--- config.mk ---
export PLATFORM = sky130hd
export DESIGN_NAME = spi_sequencer
export DESIGN_NICKNAME = d
export VERILOG_FILES = /design/src/spi_engine_pkg.sv /design/src/spi_map_pkg.sv /design/src/spi_sequencer.sv
export SDC_FILE = /design/constraint.sdc
export NUM_CORES = 1
export LEC_CHECK = 0
export BUFFER_PORTS_ARGS = -buffer_cell sky130_fd_sc_hd__buf_2
export CORE_MARGIN = 2
export CORE_UTILIZATION = 30
export DETAILED_ROUTE_END_ITERATION = 12
export GPL_TIMING_DRIVEN = 0
export HOLD_SLACK_MARGIN = 0.1
export PLACE_DENSITY = 0.58
export SLEW_MARGIN = 25
export SYNTH_ARGS = -nofsm -noshare
export SYNTH_HDL_FRONTEND = slang
export SYNTH_SLANG_ARGS = --single-unit
--- constraint.sdc ---
create_clock -name clock -period 2.6 [get_ports clock]
set_clock_uncertainty 0.05 [all_clocks]
set_input_delay 0.26 -clock clock [delete_from_list [all_inputs] [get_ports clock]]
set_output_delay 0.26 -clock clock [all_outputs]
set_load 0.02 [all_outputs]
--- src/spi_engine_pkg.sv ---
package spi_engine_pkg;

  // ----------------------------------------------------------
  // sequencer states, one-hot
  // ----------------------------------------------------------
  // phase_a keeps sclk at the cpol level, phase_b drives it inverted
  typedef enum logic [3:0] {
    spi_ready   = 4'b0001,
    spi_idle    = 4'b0010,
    spi_phase_a = 4'b0100,
    spi_phase_b = 4'b1000
  } spi_state_t;

  // ----------------------------------------------------------
  // transfer framing
  // ----------------------------------------------------------
  localparam int unsigned bit_index_width = 3;

  // bits moved per transfer
  localparam int unsigned frame_width = 1 << bit_index_width;

  // bit counter start value, msb goes out first
  localparam logic [bit_index_width-1:0] first_bit_index =
    bit_index_width'(frame_width - 1);

endpackage

--- src/spi_map_pkg.sv ---
package spi_map_pkg;

  // ----------------------------------------------------------
  // bus geometry
  // ----------------------------------------------------------
  localparam int unsigned addr_width   = 5;
  localparam int unsigned data_width   = 32;
  localparam int unsigned strobe_width = 4;

  // chip select index, clock divider, tx and rx data are byte wide
  localparam int unsigned reg_width = 8;

  // number of chip-select pins, the design handles up to 8
  localparam int unsigned cs_line_count = 1;

  // ----------------------------------------------------------
  // register map
  // ----------------------------------------------------------
  localparam logic [addr_width-1:0] reg_cpol        = 5'h00;
  localparam logic [addr_width-1:0] reg_cpha        = 5'h04;
  localparam logic [addr_width-1:0] reg_chip_select = 5'h08;
  localparam logic [addr_width-1:0] reg_clock_div   = 5'h0c;
  localparam logic [addr_width-1:0] reg_tx_data     = 5'h10;
  localparam logic [addr_width-1:0] reg_rx_data     = 5'h14;
  localparam logic [addr_width-1:0] reg_status      = 5'h18;

  // returned on reset, between reads and for unmapped addresses
  localparam logic [data_width-1:0] read_idle_value = 32'hdeadbeef;

  // chip select index that deselects every line
  localparam logic [reg_width-1:0] cs_none = 8'hff;

endpackage
--- src/spi_sequencer.sv ---
`timescale 1ns/1ps

module spi_sequencer (
  input  logic                                  clock,
  input  logic                                  reset,
  input  logic                                  cpol,
  input  logic                                  cpha,
  input  logic [spi_map_pkg::reg_width-1:0]     clock_div,
  input  logic [spi_map_pkg::reg_width-1:0]     chip_select,
  input  logic                                  start,
  output logic                                  busy,
  output logic                                  active,
  output logic                                  sclk_next,
  output logic                                  shift_strobe,
  output logic                                  sample_strobe,
  output logic [spi_map_pkg::cs_line_count-1:0] cs_next
);

  import spi_map_pkg::*;
  import spi_engine_pkg::*;

  spi_state_t                 state;
  spi_state_t                 state_next;
  spi_state_t                 first_phase;
  spi_state_t                 second_phase;
  logic                       deselect;
  logic                       half_done;
  logic                       leave_first;
  logic                       leave_second;
  logic                       last_bit;
  logic [reg_width-1:0]       half_count;
  logic [bit_index_width-1:0] bit_index;

  assign deselect = (chip_select == cs_none);

  // ----------------------------------------------------------
  // phase selection
  // ----------------------------------------------------------
  // each bit is a pair of half-periods. with cpha 0 the pair starts at the
  // idle level, with cpha 1 it starts with an sclk edge
  assign first_phase  = cpha ? spi_phase_b : spi_phase_a;
  assign second_phase = cpha ? spi_phase_a : spi_phase_b;

  assign half_done    = (half_count >= clock_div);
  assign last_bit     = (bit_index == '0);

  // leaving the first phase is the sample edge, leaving the second the shift edge
  assign leave_first  = (state == first_phase) && half_done;
  assign leave_second = (state == second_phase) && half_done;

  assign busy      = (state == spi_phase_a) || (state == spi_phase_b);
  assign active    = (state != spi_ready);
  assign sclk_next = (state == spi_phase_b) ? !cpol : cpol;

  // ----------------------------------------------------------
  // state machine
  // ----------------------------------------------------------
  always_comb begin
    state_next = state;
    case (state)
      spi_ready, spi_idle: begin
        if (start) begin
          state_next = first_phase;
        end
      end
      spi_phase_a, spi_phase_b: begin
        if (leave_first) begin
          state_next = second_phase;
        end else if (leave_second) begin
          state_next = last_bit ? spi_idle : first_phase;
        end
      end
      default: begin
        state_next = spi_ready;
      end
    endcase
  end

  always_ff @(posedge clock) begin
    if (reset || deselect) begin
      state <= spi_ready;
    end else begin
      state <= state_next;
    end
  end

  // half-period counter, runs 0 to clock_div
  always_ff @(posedge clock) begin
    if (reset || !busy || half_done) begin
      half_count <= '0;
    end else begin
      half_count <= half_count + 1'b1;
    end
  end

  // bits left, counted down at the end of each pair
  always_ff @(posedge clock) begin
    if (reset || !busy) begin
      bit_index <= first_bit_index;
    end else if (leave_second && !last_bit) begin
      bit_index <= bit_index - 1'b1;
    end
  end

  // strobes land in the cycle the output register takes the new sclk level
  always_ff @(posedge clock) begin
    if (reset || deselect) begin
      sample_strobe <= 1'b0;
      shift_strobe  <= 1'b0;
    end else begin
      sample_strobe <= leave_first;
      shift_strobe  <= leave_second && !last_bit;
    end
  end

  // active-low select, only the addressed line and only during a transfer
  always_comb begin
    for (int i = 0; i < cs_line_count; i++) begin
      cs_next[i] = !(busy && (chip_select == reg_width'(i)));
    end
  end

endmodule

# After elaboration in Yosys (flattened, before gate mapping)
# Cells that the tools add are included.
# classes
n_addsub	2
multipliers	0
div_mod_pow	0
magnitude_cmp	1
eq_ne	10
n_shift	0
n_mux	8
n_bitwise	0
n_reduce_logical	17
# ops
operator	n
2-to-1 mux 4 bit	6
adder 8 x 1 -> 8 bit, second input constant	1
== test 4 bit	2
== test 8 bit, second input constant	1
>= comparator 8 bit	1
logical NOT 8 bit	1
case mux 4 bit (2 select lines)	1
== test 4 x 1 -> 1 bit, second input constant	1
== test 4 x 2 -> 1 bit, second input constant	1
== test 4 x 3 -> 1 bit, second input constant	1
== test 4 bit, second input constant	1
logical AND 1 bit	4
logical NOT 1 bit	4
logical OR 1 bit	4
inequality test 4 x 1 -> 1 bit, second input constant	1
OR reduction 2 bit	2
logical NOT 3 bit	1
inequality test 3 bit, second input constant	1
subtractor 3 x 1 -> 3 bit, second input constant	1
inequality test 2 bit, second input constant	1
AND reduction 2 bit	1
2-to-1 mux 1 bit	1
# totals
ff_bits	17
latch_bits	0
mem_bits_rw	0
mem_bits_ro	0
input_bits	21
output_inout_bits	6
word_cells	43
mem_count	0

# Logic depth before layout (Yosys ltp)
# depth
ltp_word	6
ltp_mapped	8
depth_no_buf	7

# Worst setup path after synthesis
# OpenSTA, ideal clock, no wires.
# synth_path
path_type	reg2reg
start	reg half_count[0]
end	reg half_count[2]
setup_ns	0.064
t_arrival_ns	1.779
required_ns	2.486
path_slack_ns	0.707
stages_incl_launch_ff	9
n_path_buf	1
period_less_slack_ns	1.893
path_cell_list	dfxtp_1 inv_1 ha_1 nand2b_4 a2111oi_4 o41ai_2 or3_1 buf_6 nor2_1
# synth_between
elab_chain_cells	2
word_cells_on_any_way	3
cone_classes	add/sub: 1; order compare: 1; reduce/logical: 1
# synth_rtl
item	line_no	source
start, declared	spi_sequencer.sv:31	logic [reg_width-1:0] half_count;
start signal, assigned	spi_sequencer.sv:92	half_count <= half_count + 1'b1;
>= comparator 8 bit	spi_sequencer.sv:44	assign half_done = (half_count >= clock_div);
logical OR 1 bit	spi_sequencer.sv:89	if (reset || !busy || half_done) begin
# Several ways; a longest one is shown, not always the timed one.
# A chain may end at the register's enable or synchronous reset.

# Final worst setup path
# Ends and elaborated chain as after synthesis.

==> impl_metrics.xml <==
<?xml version="1.0" encoding="UTF-8"?>
<metrics>
  <group name="route">
    <metric name="postRouteWirelength" unit="mm">2.36</metric>
    <metric name="remaining_drc_errors" unit="">0</metric>
    <metric name="wl_per_cell" unit="um">11.2</metric>
    <metric name="route.vias.total" unit="">1023</metric>
    <metric name="detailedRoute.firstIterationViolations" unit="">26</metric>
    <metric name="detail-route-antenna-nets" unit="">0</metric>
    <metric name="drt-pass1-iter-count" unit="">4</metric>
    <metric name="detail_route.vias_per_cell" unit="">4.83</metric>
  </group>
  <group name="synth">
    <metric name="synth_edf_count" unit="">0</metric>
    <metric name="post_synth_inst_count" unit="">134</metric>
    <metric name="largest_family_of_logic_cells_by_synthesized_area" unit="">simple AND/OR/NAND/NOR gates</metric>
    <metric name="synth_async_reset_ratio" unit="%">0</metric>
    <metric name="syn_nets" unit="">166</metric>
    <metric name="synth-seq-cells" unit="">17</metric>
    <metric name="postSynth.topFlopCell" unit="">sky130_fd_sc_hd__dfxtp_1</metric>
    <metric name="number_of_distinct_library_cells_after_synthesis" unit="">37</metric>
    <metric name="ys_seq_area_share" unit="%">30.2</metric>
    <metric name="ys_warn_count" unit="">0</metric>
    <metric name="synthXorXnorAreaFrac" unit="%">6.21</metric>
    <metric name="postSynthAreaPerCell" unit="sq um">8.42</metric>
    <metric name="synth_compound_area_share" unit="%">15.2</metric>
    <metric name="post_synth_instance_area" unit="sq um">1130</metric>
    <metric name="synth_fa_ha_area_share" unit="%">12.2</metric>
    <metric name="synth-simple-area-share" unit="%">25.5</metric>
    <metric name="portion_of_netlist_area_occupied_by_mux_cells" unit="%">3.66</metric>
  </group>
  <group name="power">
    <metric name="pwr_density_cell" unit="nW/um^2">592</metric>
    <metric name="power_leakage" unit="nW">0.639</metric>
    <metric name="internal_power_of_the_cells" unit="mW">0.517</metric>
    <metric name="vdd_drop_max" unit="V">0.000307</metric>
    <metric name="clkPwrFrac" unit="%">24.7</metric>
    <metric name="p_sw_share" unit="%">35.9</metric>
    <metric name="seq_power_share" unit="%">38.4</metric>
    <metric name="p_switching" unit="mW">0.289</metric>
    <metric name="comb_power_share" unit="%">36.9</metric>
    <metric name="total_power_after_layout" unit="mW">0.807</metric>
  </group>
  <group name="cts">
    <metric name="count_of_instances_resized_after_the_clock_tree_is_built" unit="">0</metric>
    <metric name="cts.root.buffer_cell" unit="">sky130_fd_sc_hd__clkbuf_8</metric>
    <metric name="cts.hold.buffers_added" unit="">0</metric>
    <metric name="cts_buffer_depth" unit="">2</metric>
    <metric name="clkTransAtPathRegs" unit="ns">0.07</metric>
    <metric name="cts_inserted_buffers" unit="">3</metric>
    <metric name="h-tree-depth" unit="">1</metric>
    <metric name="sinks_on_the_clock_net" unit="">17</metric>
    <metric name="clk_latency" unit="ns">0.25</metric>
    <metric name="cts_tree" unit="">done</metric>
    <metric name="cts.repair_timing.setup_buffer_count" unit="">0</metric>
  </group>
  <group name="place">
    <metric name="io_buffers" unit="">26</metric>
    <metric name="dp_hpwl" unit="mm">1.92</metric>
    <metric name="gp_congestion" unit="">0.853</metric>
  </group>
  <group name="sta">
    <metric name="slew_violations" unit="">0</metric>
    <metric name="rsz_0062_raised_after_global_routing" unit="">false</metric>
    <metric name="max_freq" unit="MHz">485</metric>
    <metric name="report.final.hold_viol_count" unit="">0</metric>
    <metric name="period_share" unit="%">79.3</metric>
    <metric name="timing.slew.headroom" unit="%">65.3</metric>
    <metric name="finalSetupTns" unit="ns">0</metric>
    <metric name="final.min_clock_period" unit="ns">2.06</metric>
    <metric name="setup_viol" unit="">0</metric>
    <metric name="timing_worst_slew_pin_value" unit="ns">0.515</metric>
  </group>
  <group name="setup_path">
    <metric name="worstSetupEndpointType" unit="">register</metric>
    <metric name="worstPathRequired" unit="ns">2.74</metric>
    <metric name="launching_point_of_the_worst_reg2reg_path" unit="">half_count[0]</metric>
    <metric name="crit_path_max_fanout" unit="">8</metric>
    <metric name="critical_path.startpoint" unit="">half_count[0]</metric>
    <metric name="worstSetupPathType" unit="">reg -&gt; reg</metric>
    <metric name="cp-start-kind" unit="">register</metric>
    <metric name="worst_ep_arrival_time" unit="ns">2.20</metric>
  </group>
  <group name="final_layout">
    <metric name="final_antenna_diode_count" unit="">0</metric>
    <metric name="final_layout_size_suffix_gt1_share" unit="%">26.2</metric>
    <metric name="area_growth" unit="%">20.8</metric>
    <metric name="finish.net_count" unit="">197</metric>
  </group>
  <group name="grt">
    <metric name="first_global_vias" unit="">973</metric>
    <metric name="largest_net_degree_at_the_start_of_global_routing" unit="">11</metric>
    <metric name="grt_pass1_wl" unit="mm">3.95</metric>
    <metric name="grt_overflow_total" unit="">0</metric>
    <metric name="grt_antenna_before_repair" unit="">0</metric>
    <metric name="grt_util_all_layers" unit="%">11.7</metric>
  </group>
  <group name="flow_run">
    <metric name="max-cap-violations" unit="">0</metric>
  </group>
  <group name="die">
    <metric name="die_height" unit="um">65.3</metric>
    <metric name="dieWidth" unit="um">65.3</metric>
    <metric name="ios" unit="">27</metric>
    <metric name="die-area" unit="sq um">4270</metric>
    <metric name="design.core.area" unit="sq um">3630</metric>
    <metric name="placementRows" unit="">22</metric>
    <metric name="initial_core_util" unit="%">31.1</metric>
  </group>
  <group name="run_status">
    <metric name="outcome" unit="">finished clean</metric>
  </group>
  <group name="worst_hold_path">
    <metric name="timing.hold.worst.start" unit="">reset</metric>
    <metric name="worstHoldPathType" unit="">in -&gt; reg</metric>
  </group>
</metrics>
==> layout by cell type (no fill, tap or decap), types with 4 or more instances in the layout <==
master	n
sky130_fd_sc_hd__nand4_1	4
sky130_fd_sc_hd__xor2_1	5
sky130_fd_sc_hd__o21ai_0	5
sky130_fd_sc_hd__nor2_1	17
sky130_fd_sc_hd__nand3_1	4
sky130_fd_sc_hd__nand2_1	7
sky130_fd_sc_hd__a21oi_1	6
sky130_fd_sc_hd__buf_2	27
sky130_fd_sc_hd__nor3_1	4
sky130_fd_sc_hd__inv_1	14
sky130_fd_sc_hd__dfxtp_1	17
sky130_fd_sc_hd__ha_1	11
==> final cells by class <==
class | instances | area (sq um)
Fill cell | 380 | 2270
Multi-Input combinational cell | 100 | 708
Sequential cell | 17 | 340
Timing Repair Buffer | 26 | 130
Tap cell | 48 | 60.1
Inverter | 14 | 52.6
Clock buffer | 4 | 45.0
Buffer | 3 | 27.5
==> worst paths after layout <==
path / to / slack, ns / cells past startpoint
worst max-delay path: half_count[2] / 0.54 / 8
worst min-delay path: state[0] / 0.21 / 3
worst max register to register: half_count[2] / 0.54 / 8
worst min register to register: half_count[0] / 0.42 / 1
==> cell families after synthesis <==
group | count (synthesis)
and+or+nand+nor | 53
AOI/OAI and AO/OA | 24
buffers and inverters | 17
DFF | 17
adders and majority gates | 11
xor gates and xnor gates | 8
muxes | 4
==> metrics by stage <==
stage               instances  area, sq um  hold WS, ns  setup WS (ns)  util (%)
global placement          208         1320        0.398          0.592      36.3
global route              212         1360        0.229          0.397      37.5
detailed placement        208         1320        0.407          0.527      36.3
finish                    212         1360        0.214          0.539      37.5
CTS                       212         1360        0.217          0.513      37.5
floorplan                 134         1130        0.329          0.707         -
==> cells in the mapped netlist (all sizes together) (2+ instances only) <==
cell | instances | area share [%]
a21oi | 6 | 2.7
a31oi | 2 | 1.1
and3 | 4 | 2.3
buf | 3 | 2.4
dfxtp | 17 | 30
ha | 11 | 12
inv | 14 | 4.7
mux2i | 3 | 2.7
nand2 | 7 | 2.3
nand2b | 2 | 1.8
nand3 | 4 | 1.8
nand4 | 4 | 2.2
nor2 | 18 | 6.2
nor2b | 2 | 1.1
nor3 | 4 | 1.8
nor4 | 2 | 1.1
o21a | 3 | 2.0
o21ai | 9 | 4.3
xnor2 | 3 | 2.3
xor2 | 5 | 3.9
==> layer usage <==
metal / global-route usage [%] / vias up / wire [um]
met1: 13.3 / 459 / 1070
met4: 5.47 / 0 / 44
met3: 1.54 / 5 / 149
li1: - / 523 / -
met2: 21.3 / 36 / 1100
met5: 0 / - / 0
==> flip-flops by register name, indices dropped and copies added, names as in the netlist <==
| name | count |
|---|---|
| state | 4 |
| bit_index | 3 |
| sample_strobe | 1 |
| shift_strobe | 1 |
| half_count | 8 |
==> power by group through the flow <==
stage	registers (mW)	logic (mW)	clock network [mW]
floorplan	0.308	0.222	0
global placement	0.314	0.283	0
detailed placement	0.315	0.295	0
CTS	0.309	0.297	0.208
global route	0.313	0.331	0.221
finish	0.310	0.298	0.199
==> critical path, stage by stage, from the launching register on <==
cell and delay, ns:
sky130_fd_sc_hd__dfxtp_1 0.38, sky130_fd_sc_hd__inv_1 0.06, sky130_fd_sc_hd__ha_1 0.26, sky130_fd_sc_hd__nand2b_4 0.14, sky130_fd_sc_hd__a2111oi_4 0.36, sky130_fd_sc_hd__o41ai_2 0.15
sky130_fd_sc_hd__or3_1 0.35, sky130_fd_sc_hd__buf_6 0.15, sky130_fd_sc_hd__nor2_1 0.10
No activity file was read; power rests on OpenSTA's default activity.
