<file path="src/spi_map_pkg.sv">
package spi_map_pkg;

  // ----------------------------------------------------------
  // bus geometry
  // ----------------------------------------------------------
  localparam int unsigned addr_width   = 5;
  localparam int unsigned data_width   = 32;
  localparam int unsigned strobe_width = 4;

  // chip select index, clock divider, tx and rx data are byte wide
  localparam int unsigned reg_width = 8;

  // number of chip-select pins, the design handles up to 8
  localparam int unsigned cs_line_count = 1;

  // ----------------------------------------------------------
  // register map
  // ----------------------------------------------------------
  localparam logic [addr_width-1:0] reg_cpol        = 5'h00;
  localparam logic [addr_width-1:0] reg_cpha        = 5'h04;
  localparam logic [addr_width-1:0] reg_chip_select = 5'h08;
  localparam logic [addr_width-1:0] reg_clock_div   = 5'h0c;
  localparam logic [addr_width-1:0] reg_tx_data     = 5'h10;
  localparam logic [addr_width-1:0] reg_rx_data     = 5'h14;
  localparam logic [addr_width-1:0] reg_status      = 5'h18;

  // returned on reset, between reads and for unmapped addresses
  localparam logic [data_width-1:0] read_idle_value = 32'hdeadbeef;

  // chip select index that deselects every line
  localparam logic [reg_width-1:0] cs_none = 8'hff;

endpackage
</file>
<file path="src/spi_regs.sv">
`timescale 1ns/1ps

module spi_regs (
  input  logic                                 clock,
  input  logic                                 reset,
  input  logic [spi_map_pkg::addr_width-1:0]   rw_address,
  input  logic                                 read_request,
  input  logic                                 write_request,
  input  logic [spi_map_pkg::data_width-1:0]   write_data,
  input  logic [spi_map_pkg::strobe_width-1:0] write_strobe,
  output logic [spi_map_pkg::data_width-1:0]   read_data,
  output logic                                 read_response,
  output logic                                 write_response,
  input  logic                                 busy,
  input  logic [spi_map_pkg::reg_width-1:0]    rx_byte,
  output logic                                 cpol,
  output logic                                 cpha,
  output logic [spi_map_pkg::reg_width-1:0]    chip_select,
  output logic [spi_map_pkg::reg_width-1:0]    clock_div,
  output logic [spi_map_pkg::reg_width-1:0]    tx_byte,
  output logic                                 start
);

  import spi_map_pkg::*;

  logic                  write_valid;
  logic                  bit_write_ok;
  logic                  byte_write_ok;
  logic                  cpol_write;
  logic                  cpha_write;
  logic                  cs_write;
  logic                  div_write;
  logic                  tx_write;
  logic                  tx_accept;
  logic                  engine_busy;
  logic [data_width-1:0] read_word;

  // ----------------------------------------------------------
  // write decode
  // ----------------------------------------------------------
  // a write needs at least one strobe and clear bits above the register
  assign write_valid   = write_request && (|write_strobe);
  assign bit_write_ok  = write_valid && (write_data[data_width-1:1] == '0);
  assign byte_write_ok = write_valid && (write_data[data_width-1:reg_width] == '0);

  assign cpol_write = bit_write_ok && (rw_address == reg_cpol);
  assign cpha_write = bit_write_ok && (rw_address == reg_cpha);
  assign cs_write   = byte_write_ok && (rw_address == reg_chip_select);
  assign div_write  = byte_write_ok && (rw_address == reg_clock_div);
  assign tx_write   = byte_write_ok && (rw_address == reg_tx_data);

  // a pending start counts as busy, so a back-to-back write cannot reload the shifter
  assign engine_busy = busy || start;

  // no selected device means no transfer
  assign tx_accept = tx_write && !engine_busy && (chip_select != cs_none);

  // every request gets its response on the next cycle
  always_ff @(posedge clock) begin
    if (reset) begin
      read_response  <= 1'b0;
      write_response <= 1'b0;
    end else begin
      read_response  <= read_request;
      write_response <= write_request;
    end
  end

  // ----------------------------------------------------------
  // configuration registers
  // ----------------------------------------------------------
  always_ff @(posedge clock) begin
    if (reset) begin
      cpol        <= 1'b0;
      cpha        <= 1'b0;
      chip_select <= cs_none;
      clock_div   <= '0;
      start       <= 1'b0;
    end else begin
      if (cpol_write) begin
        cpol <= write_data[0];
      end
      if (cpha_write) begin
        cpha <= write_data[0];
      end
      if (cs_write) begin
        chip_select <= write_data[reg_width-1:0];
      end
      if (div_write) begin
        clock_div <= write_data[reg_width-1:0];
      end
      start <= tx_accept;
    end
  end

  always_ff @(posedge clock) begin
    if (tx_accept) begin
      tx_byte <= write_data[reg_width-1:0];
    end
  end

  // ----------------------------------------------------------
  // read mux
  // ----------------------------------------------------------
  // tx_data is write only and reads like an unmapped address
  always_comb begin
    read_word = read_idle_value;
    if (read_request) begin
      case (rw_address)
        reg_cpol:        read_word = {{(data_width - 1){1'b0}}, cpol};
        reg_cpha:        read_word = {{(data_width - 1){1'b0}}, cpha};
        reg_chip_select: read_word = {{(data_width - reg_width){1'b0}}, chip_select};
        reg_clock_div:   read_word = {{(data_width - reg_width){1'b0}}, clock_div};
        reg_rx_data:     read_word = {{(data_width - reg_width){1'b0}}, rx_byte};
        reg_status:      read_word = {{(data_width - 1){1'b0}}, engine_busy};
        default:         read_word = read_idle_value;
      endcase
    end
  end

  always_ff @(posedge clock) begin
    if (reset) begin
      read_data <= read_idle_value;
    end else begin
      read_data <= read_word;
    end
  end

endmodule

</file>
<file path="config.mk">
export PLATFORM = sky130hd
export DESIGN_NAME = spi_regs
export DESIGN_NICKNAME = d
export VERILOG_FILES = /design/src/spi_map_pkg.sv /design/src/spi_regs.sv
export SDC_FILE = /design/constraint.sdc
export NUM_CORES = 1
export LEC_CHECK = 0
export BUFFER_PORTS_ARGS = -buffer_cell sky130_fd_sc_hd__buf_4
export CAP_MARGIN = 20
export CORE_MARGIN = 1
export CORE_UTILIZATION = 43
export DETAILED_ROUTE_END_ITERATION = 10
export PLACE_DENSITY = 0.8
export SLEW_MARGIN = 40
export SYNTH_ARGS = -nofsm -noshare
export SYNTH_HDL_FRONTEND = slang
export SYNTH_SLANG_ARGS = --single-unit
</file>
<file path="constraint.sdc">
create_clock -name clock -period 2.59 [get_ports clock]
set_input_delay 0.259 -clock clock [delete_from_list [all_inputs] [get_ports clock]]
set_output_delay 0.259 -clock clock [all_outputs]
set_load 0.01 [all_outputs]
</file>
Word-level counts from Yosys, hierarchy flattened
Index checks and enable logic that the tools add are counted.
{"block": "word_totals", "elab_cells": 35, "in_bits": 54, "ff_bits": 61}
{"block": "op_classes", "n_reduce_logical": 17, "eq_ne": 7, "n_mux": 1, "bitwise": 1}
{"cell": "$pmux 32 s6", "n": 1}
{"cell": "$logic_not 31->1", "n": 1}
{"cell": "$logic_not 24->1", "n": 1}
{"cell": "$eq 5x5->1 const B", "n": 3}
{"cell": "$eq 5x4->1 const B", "n": 2}
{"cell": "$logic_and 1x1->1", "n": 10}
{"cell": "$ne 8x8->1 const B", "n": 1}
{"cell": "$eq 5x3->1 const B", "n": 1}
{"cell": "$logic_not 5->1", "n": 1}
{"cell": "$reduce_or 4->1", "n": 1}
{"cell": "$reduce_or 2->1", "n": 1}
{"cell": "$logic_not 1->1", "n": 1}
{"cell": "$logic_or 1x1->1", "n": 1}
{"cell": "$not 1->1", "n": 1}

Logic depth before layout (Yosys ltp)
Gate-level depths: netlist of the first run.
{"block": "depth", "ltp_word": 6, "mapped_depth": 7, "ltp_nobuf": 5}

Worst setup path before layout of the first run
OpenSTA, ideal clock, no wires.
{"block": "synth_timing", "kind": "in2reg", "startpoint": "input port write_data[20] (netlist name)", "endpoint": "register tx_byte[0] (netlist name), enable pin", "arrival_ns": 1.666, "setup_time_ns": 0.383, "path_buffers": 0, "slack_ns": 0.541, "required_ns": 2.207, "path_stages": 4, "path_cell_list": "nor4_2 > nand4_4 > or2_1 > nor3_1"}
{"block": "synth_via", "elab_chain_cells": 5}
{"element": "from (decl)", "line_no": "spi_regs.sv:9", "source": "input logic [spi_map_pkg::data_width-1:0] write_data,"}
{"element": "$logic_not 24->1", "line_no": "spi_regs.sv:44", "source": "assign byte_write_ok = write_valid && (write_data[data_width-1:reg_width] == '0);"}
{"element": "$logic_and 1x1->1", "line_no": "spi_regs.sv:44"}
{"element": "$logic_and 1x1->1", "line_no": "spi_regs.sv:50", "source": "assign tx_write = byte_write_ok && (rw_address == reg_tx_data);"}
{"element": "$logic_and 1x1->1 (2 in series)", "line_no": "spi_regs.sv:56", "source": "assign tx_accept = tx_write && !engine_busy && (chip_select != cs_none);"}
{"element": "via tx_accept", "line_no": "spi_regs.sv:34", "source": "logic tx_accept;"}
{"element": "to (signal assigned)", "line_no": "spi_regs.sv:98", "source": "tx_byte <= write_data[reg_width-1:0];"}
{"element": "to (decl)", "line_no": "spi_regs.sv:20", "source": "output logic [spi_map_pkg::reg_width-1:0] tx_byte,"}
The timed path passes the listed nets, and every way through them passes these cells.
A chain may end at the register's enable or synchronous reset.

Worst setup path after layout of the first run
{"block": "layout_timing", "startpoint": "input port write_data[17] (netlist name)", "endpoint": "register tx_byte[1] (netlist name), enable pin"}
Same word-level chain as after synthesis.

==> results of run 1 <==
per-stage QoR:
step | total power, W | hold slack [ns] | util | worst slack (ns)
floorplan | 0.000691 | 0.358 | - | 0.541
global placement | 0.000765 | 0.462 | 0.624 | 0.744
detailed placement | 0.000768 | 0.467 | 0.624 | 0.702
CTS | 0.00115 | 0.159 | 0.643 | 1.02
global route | 0.00118 | 0.164 | 0.643 | 0.921
finish | 0.00113 | 0.171 | 0.643 | 1.01
cells in the final DEF, fill, tap and decap left out, types with 2 or more instances in the layout:
master    count
and4b_1       2
nand2b_1     19
a22oi_1       8
nor3b_2       2
nor3_1        4
nor2b_1       2
nand4_1       3
mux2i_1      18
nor4_2        4
dfxtp_1      30
conb_1        7
nand3_1       6
clkbuf_8      5
nor2_1       21
edfxtp_1      8
buf_4       110
nand2_1      10
clkbuf_1      3
nor4_1        4
layer usage:
layer | part of all wire | global-route usage
met5 | 0 | 0
met4 | 0.018 | 0.0893
met3 | 0.081 | 0.0592
met2 | 0.51 | 0.368
met1 | 0.39 | 0.216
final timing paths:
check	start	end	slack (ns)
setup reg to reg	chip_select[4]	tx_byte[1]	1.26
setup / recovery	write_data[17]	tx_byte[1]	1.01
hold / removal	write_data[0]	tx_byte[0]	0.17
hold reg to reg	clock_div[2]	read_data[2]	0.48
kinds of logic after synthesis:
family                 after synthesis
other                                1
multiplexers                        18
XOR/XNOR                             1
flip-flops                          38
AND/OR/NAND/NOR                     86
buffers and inverters               36
AO/OA/AOI/OAI                       11
registers in the layout, indices dropped and copies added (netlist names):
name,count
start,1
clock_div,8
write_response,1
read_data,9
tx_byte,8
cpol,1
read_response,1
chip_select,8
cpha,1
where the power goes:
group / total, W / leakage, nW / switching (W) / internal, W
Clock: 0.000381 / 0.0395 / 0.000189 / 0.000191
Sequential: 0.000611 / 0.315 / 0.00000266 / 0.000608
Combinational: 0.000143 / 0.727 / 0.0000611 / 0.0000822
Total: 0.00113 / 1.08 / 0.000253 / 0.000881
final cells by class:
class / instances / area (sq um) / share of cell area
Multi-Input combinational cell: 123 / 853 / 0.320
Sequential cell: 38 / 841 / 0.315
Timing Repair Buffer: 110 / 826 / 0.310
Clock buffer: 8 / 80.1 / 0.0300
Tap cell: 50 / 62.6 / 0.0235
Inverter: 1 / 3.75 / 0.00141
==> results by group, run 1 <==
Run status
  • Outcome: finished, final reports clean

Floorplan
  • Core area: 4140 sq um
  • Die Span X: 68.8 um
  • Die H: 68.8 um
  • Die Area: 4730 sq um
  • FP Rows: 23
  • Initial Util: 0.463
  • I/O Pins: 115

Critical path
  • Worst path depth: 6
  • WP buf/inv: 2
  • Delay-heaviest family, CP: simple AND/OR/NAND/NOR gates
  • Critical path class: in -> reg
  • CP dominant cell by count: buf_4
  • Critical Path End Type: flop
  • Max incr delay on CP: 0.30 ns
  • R2r worst-path depth: 4
  • Crit-path cells: buf_4 -> nor4_2 -> nand4_2 -> or2_1 -> nor3_1 -> buf_4
  • CP max FO: 8
  • CP max stage cell: nor4_2
  • Worst EP arrival: 1.57 ns
  • CP Launch Type: input pin
  • Worst endpoint required time: 2.58 ns

GRT
  • First-pass GRT wire length: 6.88 mm
  • All-Layer GR Usage: 0.203
  • Initial antenna violation count: 0
  • GR Overflow Total: 0
  • Vias in the first global route: 1,511
  • Largest net degree at the start of global routing: 38

Route
  • Routed len/inst: 14.0 um
  • Final WL: 4.62 mm
  • Drt first-iter violations: 101
  • Vias/cell: 4.99
  • Final antenna-violating net count: 0
  • DR DRC count: 0
  • Total number of vias: 1,648
  • First drt pass iteration count: 4

CTS
  • CTS sink count: 38
  • CTS Hold Bufs: 0
  • Htree depth: 2
  • Worst-Skew Late Latency: 0.28 ns
  • Cts bufs inserted: 5
  • CTS tree: yes
  • Clk slew on worst S/H paths: 0.07 ns
  • CTS Root Buffer Type: clkbuf_8
  • Setup Buffers After CTS: 0
  • Cts repair resizes: 0
  • Maximum root-to-sink buffer count: 2

Logic synthesis
  • Compound-gate portion of the synthesized area: 0.0450
  • Adder-Cell Fraction of Synth Area: 0
  • Synth Area per Inst: 10.0 sq um
  • Yosys cell types: 35
  • Top post-synthesis cells by area: dfxtp_1 31%, edfxtp_1 13%, mux2i_1 9.4%, buf_4 9.4%, nand2b_1 6.2%
  • Synth Area in XOR/XNOR: 0.00457
  • Share of Yosys cell area claimed by the top area cell type: 0.313
  • Post-Synth Simple-Gate Area: 0.288
  • Combinational family with the most area after synthesis: simple AND/OR/NAND/NOR gates
  • Post-synthesis mux area share: 0.0940
  • Post-synth EDFFs: 8
  • Cells after synthesis: 191
  • Post-synthesis async set-or-reset flop share: 0
  • Synth Cell Area: 1920 sq um
  • Count leader, synth: dfxtp_1
  • Synth top cells by count: 30 x dfxtp_1, 24 x buf_4, 21 x nor2_1, 19 x nand2b_1, 18 x mux2i_1
  • Dominant register cell in the synthesized netlist: dfxtp_1
  • Register area share after synthesis: 0.439
  • Yosys reg bits: 38
  • Yosys warning count: 0
  • Area leader, netlist: dfxtp_1

Timing
  • Skew final: 0.00464 ns
  • Hold Fails Final Rpt: 0
  • Fin crit period: 1.58 ns
  • Setup-failing EPs final: 0
  • Fmax: 0.634 GHz
  • RSZ-0062 raised after global routing: false
  • Fin. max-slew vios: 0
  • Setup TNS: 0 ns
  • Final worst-path cycle share: 0.609

Layout
  • Layout cell share with drive strength beyond 1: 0.450
  • Inserted Diodes: 0
  • Syn-to-layout area delta: 39.1%
  • Final #Nets: 333
  • Design area: 2670 sq um
  • Fillers: 352
  • Non-Filler Instances: 330

Power and ir drop
  • Leakage power: 1.08 nW
  • Pwr Density: 426 nW/um^2
  • VDD IR-drop max: 0.344 mV

Min path
  • Min-Delay Path Class: in -> reg
  • Hold path depth: 1

Place
  • DP HPWL: 3.54 mm
  • Inst Count DP: 322
  • PortBufs: 107
  • DP Area: 2590 sq um
  • Gpl congestion: 0.786

Run
  • Number of max-cap violations: 0
Power figures use the tool's default switching activity.
==> run 2: changes to the inputs <==
- clock period: 2.59 -> 1.5 ns (I/O delays scaled with it)
==> results by group, run 2 (same netlist as run 1, synthesis figures left out) <==
Critical path
  • Max incr delay on CP: 0.39 ns (+0.09 ns)
  • CP max stage cell: dfxtp_1
  • CP Launch Type: flop
  • Critical Path End Type: flop
  • Worst EP arrival: 1.40 ns (-0.17 ns)
  • Critical path class: reg -> reg
  • WP buf/inv: 1 (-1)
  • Delay-heaviest family, CP: flip-flops
  • Crit-path cells: nand4_1 -> o211ai_1 -> nor3_4 -> buf_12
  • CP max FO: 8 (unchanged)
  • Worst endpoint required time: 1.56 ns (-1.02 ns)

Layout
  • Final #Nets: 343 (+3.0%)
  • Most frequent cells in the layout: 119 x buf_4, 30 x dfxtp_1, 21 x nor2_1, 19 x nand2b_1, 18 x mux2i_1
  • Fillers: 338 (-4.0%)
  • Commonest non-fill, non-tap cell in the layout: buf_4
  • Final core utilization: 0.674 (+0.0302)
  • Inserted Diodes: 0 (unchanged)
  • Syn-to-layout area delta: 45.6%
  • Most flops, register: read_data
  • Max FFs per register: 9 (unchanged)
  • Layout cell share with drive strength beyond 1: 0.483 (+0.0328)
  • Design area: 2790 sq um (+4.7%)

Min path
  • Min-Delay Path Class: in -> reg

Place
  • Gpl congestion: 0.778 (-0.95%)
  • DP Area: 2710 sq um (+4.8%)
  • DP HPWL: 3.78 mm (+6.9%)
  • PortBufs: 107 (unchanged)

CTS
  • CTS Root Buffer Type: clkbuf_8
  • Htree depth: 2 (unchanged)
  • CTS sink count: 38 (unchanged)
  • Setup Buffers After CTS: 0 (unchanged)
  • Maximum root-to-sink buffer count: 2 (unchanged)
  • Clk slew on worst S/H paths: 0.07 ns (about the same)
  • Worst-Skew Late Latency: 0.29 ns (about the same)
  • Cts bufs inserted: 5 (unchanged)
  • CTS Hold Bufs: 0 (unchanged)
  • CTS tree: yes
  • Cts repair resizes: 0 (unchanged)

Floorplan
  • Die H: 68.8 um (unchanged)
  • Initial Util: 0.463 (unchanged)
  • Die Span X: 68.8 um (unchanged)
  • FP Rows: 23 (unchanged)
  • I/O Pins: 115 (unchanged)
  • Die Area: 4730 sq um (unchanged)
  • Core area: 4140 sq um (unchanged)

Route
  • Final WL: 4.73 mm (+2.3%)
  • Total number of vias: 1,665 (+1.0%)
  • DR DRC count: 0 (unchanged)
  • First drt pass iteration count: 4 (unchanged)
  • Vias/cell: 4.90 (-1.9%)
  • Routed len/inst: 13.9 um (-0.76%)
  • Final antenna-violating net count: 0 (unchanged)
  • Drt first-iter violations: 76 (-25%)

Power and ir drop
  • Leakage power: 1.16 nW (+6.8%)
  • Pwr Density: 710 nW/um^2 (+67%)
  • VDD IR-drop max: 0.350 mV (+1.7%)
  • Overall power: 0.00198 W (+75%)

GRT
  • GR Overflow Total: 0 (unchanged)
  • First-pass GRT wire length: 6.96 mm (+1.1%)
  • All-Layer GR Usage: 0.208 (+0.00560)
  • Largest net degree at the start of global routing: 37 (-2.6%)
  • Vias in the first global route: 1,594 (+5.5%)
  • Initial antenna violation count: 0 (unchanged)

Timing
  • WHS: 0.0461 ns (-0.125 ns)
  • Fmax: 0.745 GHz
  • Fin. max-slew vios: 0 (unchanged)
  • Setup-failing EPs final: 0 (unchanged)
  • Fin crit period: 1.34 ns
  • Final worst-path cycle share: 0.895
  • RSZ-0062 raised after global routing: false
  • Hold Fails Final Rpt: 0 (unchanged)
  • Skew final: 0.00300 ns (-0.00164 ns)

Run status
  • Outcome: finished, final reports clean

Run
  • Number of max-cap violations: 0 (unchanged)
-- run 2: cell type report --
class | instances | area, sq um | share of cell area
clock buffers | 6 | 72.6 | 0.0260
clock inverters | 2 | 8.76 | 0.00314
inverters | 1 | 3.75 | 0.00134
multi-input cells | 123 | 890 | 0.319
flip-flops and latches | 38 | 841 | 0.301
well taps | 50 | 62.6 | 0.0224
repair buffers | 120 | 913 | 0.327
-- run 2: metal layers --
layer | share of wire | track usage
met1 | 0.39 | 0.224
met2 | 0.50 | 0.374
met3 | 0.090 | 0.0526
met4 | 0.013 | 0.107
met5 | 0 | 0
-- run 2: stage by stage --
stage,TNS [ns],setup slack [ns],std cells
floorplan,-0.340,-0.0424,197
global placement,-0.992,-0.102,332
detailed placement,-1.62,-0.110,332
CTS,0,0.142,340
global route,0,0.0977,340
finish,0,0.158,340
-- run 2: power by group --
part,switching (W),internal (W)
logic,0.000113,0.000148
registers,0.00000447,0.00105
clock network,0.000349,0.000319
total,0.000466,0.00152
-- run 2: worst paths after layout --
check,cells past startpoint,slack [ns],startpoint,to
worst min register to register,2,0.49,clock_div[3],read_data[3]
worst max-delay path,4,0.16,chip_select[5],tx_byte[2]
worst max register to register,4,0.16,chip_select[5],tx_byte[2]
worst min-delay path,2,0.05,reset,read_response
==> run 3: changes to the inputs <==
- REMOVE_ABC_BUFFERS: not set -> 1
- clock period: 1.5 -> 1.3 ns (I/O delays scaled with it)
==> results by group, run 3 (same netlist as run 1, synthesis figures left out) <==
Place
  • DP HPWL: 4.06 mm (+7.3%)
  • PortBufs: 107 (unchanged)
  • DP Area: 2770 sq um (+2.1%)
  • Gpl congestion: 0.835 (+7.3%)

Layout
  • Fillers: 321 (-5.0%)
  • Syn-to-layout area delta: 53.8%
  • Max FFs per register: 9 (unchanged)
  • Register area: 842 sq um (+0.15%)
  • Multi-input gate area: 917 sq um (+3.1%)
  • Final #Nets: 358 (+4.4%)
  • Design area: 2950 sq um (+5.6%)
  • Layout cell share with drive strength beyond 1: 0.518 (+0.0353)
  • Most frequent cells in the layout: 128 x buf_4, 29 x dfxtp_1, 20 x nor2_1, 19 x nand2b_1, 17 x mux2i_1
  • Commonest non-fill, non-tap cell in the layout: buf_4
  • Inserted Diodes: 0 (unchanged)
  • Most flops, register: read_data

Timing
  • Fmax: 0.753 GHz
  • RSZ-0062 raised after global routing: true
  • Setup-failing EPs final: 9 (+9)
  • Final worst-path cycle share: 1.02
  • Worst setup margin: -0.0284 ns (-0.187 ns)
  • WHS: 0.0357 ns (-0.0103 ns)
  • Skew final: 0.00983 ns (+0.00683 ns)
  • Hold Fails Final Rpt: 0 (unchanged)
  • Fin. max-slew vios: 0 (unchanged)
  • Fin crit period: 1.33 ns

Floorplan
  • Initial Util: 0.463 (unchanged)
  • Core area: 4140 sq um (unchanged)
  • Die Span X: 68.8 um (unchanged)
  • FP Rows: 23 (unchanged)
  • I/O Pins: 115 (unchanged)
  • Die H: 68.8 um (unchanged)
  • Die Area: 4730 sq um (unchanged)

Critical path
  • CP max stage cell: or2_1
  • Max incr delay on CP: 0.28 ns (-0.11 ns)
  • Crit-path cells: buf_4 -> nor4b_4 -> nand4_2 -> or2_1 -> nor3_2 -> buf_6
  • Delay-heaviest family, CP: simple AND/OR/NAND/NOR gates
  • CP max FO: 8 (unchanged)
  • Critical path class: in -> reg
  • Worst endpoint required time: 1.31 ns (-0.25 ns)
  • CP Launch Type: input pin
  • Worst EP arrival: 1.34 ns (-0.06 ns)
  • Critical Path End Type: flop
  • WP buf/inv: 2 (+1)

Route
  • First drt pass iteration count: 4 (unchanged)
  • Top layer in use: met4
  • WL met1: 2.09 mm (+13%)
  • Met3 routed WL: 378 um (-11%)
  • Met2 WL: 2.78 mm (+16%)
  • Drt first-iter violations: 78 (+2.6%)
  • Final WL: 5.30 mm (+12%)
  • Routed len/inst: 14.9 um (+7.3%)
  • Vias/cell: 5.08 (+3.8%)
  • Total number of vias: 1,804 (+8.3%)
  • Final antenna-violating net count: 0 (unchanged)
  • DR DRC count: 0 (unchanged)

CTS
  • CTS tree: yes
  • Htree depth: 2 (unchanged)
  • CTS sink count: 38 (unchanged)
  • CTS Hold Bufs: 0 (unchanged)
  • Cts bufs inserted: 5 (unchanged)
  • Clk slew on worst S/H paths: 0.08 ns (about the same)
  • Maximum root-to-sink buffer count: 2 (unchanged)
  • CTS Root Buffer Type: clkbuf_8
  • Worst-Skew Late Latency: 0.29 ns (about the same)

GRT
  • GR Overflow Total: 0 (unchanged)
  • All-Layer GR Usage: 0.238 (+0.0300)
  • First-pass GRT wire length: 7.96 mm (+14%)
  • Largest net degree at the start of global routing: 25 (-32%)
  • Vias in the first global route: 1,746 (+9.5%)
  • Initial antenna violation count: 0 (unchanged)

Power and ir drop
  • Seq pwr share: 0.522 (-0.010)
  • Pwr Density: 790 nW/um^2 (+11%)
  • Switch share: 0.241 (+0.00625)
  • Psw: 0.000562 W (+21%)
  • Overall power: 0.00233 W (+18%)
  • Internal power: 0.00177 W (+17%)
  • Clk pwr share: 0.338 (about the same)
  • VDD IR-drop max: 0.486 mV (+39%)
  • Leakage power: 1.26 nW (+9.0%)
  • Combinational power share: 0.140 (+0.009)

Min path
  • Min-Delay Path Class: in -> reg

Run status
  • Outcome: finished, violations left
  • Failing checks: negative setup slack

Run
  • Number of max-cap violations: 0 (unchanged)
run 3: stage by stage:
step	utilization	cells	TNS [ns]	setup WS, ns
3_3_place_gp	0.668	346	-6.50	-0.330
5_1_grt	0.711	355	-0.571	-0.0676
2_1_floorplan	-	162	-11.20	-0.620
4_1_cts	0.697	354	0	0.00422
6_report	0.711	355	-0.189	-0.0284
3_5_place_dp	0.668	346	-8.13	-0.379
run 3: final timing paths:
check	startpoint	depth (start not counted)	slack (ns)	end
max	write_data[9]	6	-0.03	tx_byte[6]
min	write_data[0]	1	0.04	tx_byte[0]
max reg2reg	chip_select[1]	4	0	tx_byte[6]
min reg2reg	clock_div[2]	2	0.49	read_data[2]
run 3: routing by layer:
| metal | track usage | vias up |
|---|---|---|
| met2 | 0.420 | 85 |
| met4 | 0.115 | 0 |
| met1 | 0.256 | 851 |
| met3 | 0.0757 | 6 |
| li1 | - | 862 |
| met5 | 0 | - |
run 3: layout make-up:
class,instances,area share
repair buffers,135,0.353
flip-flops and latches,38,0.286
well taps,50,0.0212
multi-input cells,123,0.311
inverters,1,0.00127
clock inverters,2,0.00340
clock buffers,6,0.0246
run 3: worst register-to-register path, stage by stage, from the launching register on:
cell and delay, ns:
dfxtp_1 0.35, nand4_1 0.15, o211ai_1 0.33, nor3_2 0.09
buf_6 0.15
run 3: what timing repair did:
item                                   in CTS  in global routing
pin swaps                                   4                  6
gates resized for setup                     6                 12
buffers inserted                            0                  1
setup endpoints to repair                  10                 33
endpoints found under the hold margin       0                  0
run 3: power groups by stage:
stage | logic (W) | registers, W | clock network, W
after floorplan | 0.0000694 | 0.00126 | 0
after global placement | 0.000297 | 0.00124 | 0
after detailed placement | 0.000305 | 0.00124 | 0
after CTS | 0.000317 | 0.00122 | 0.000808
after global routing | 0.000351 | 0.00122 | 0.000862
final | 0.000326 | 0.00122 | 0.000788
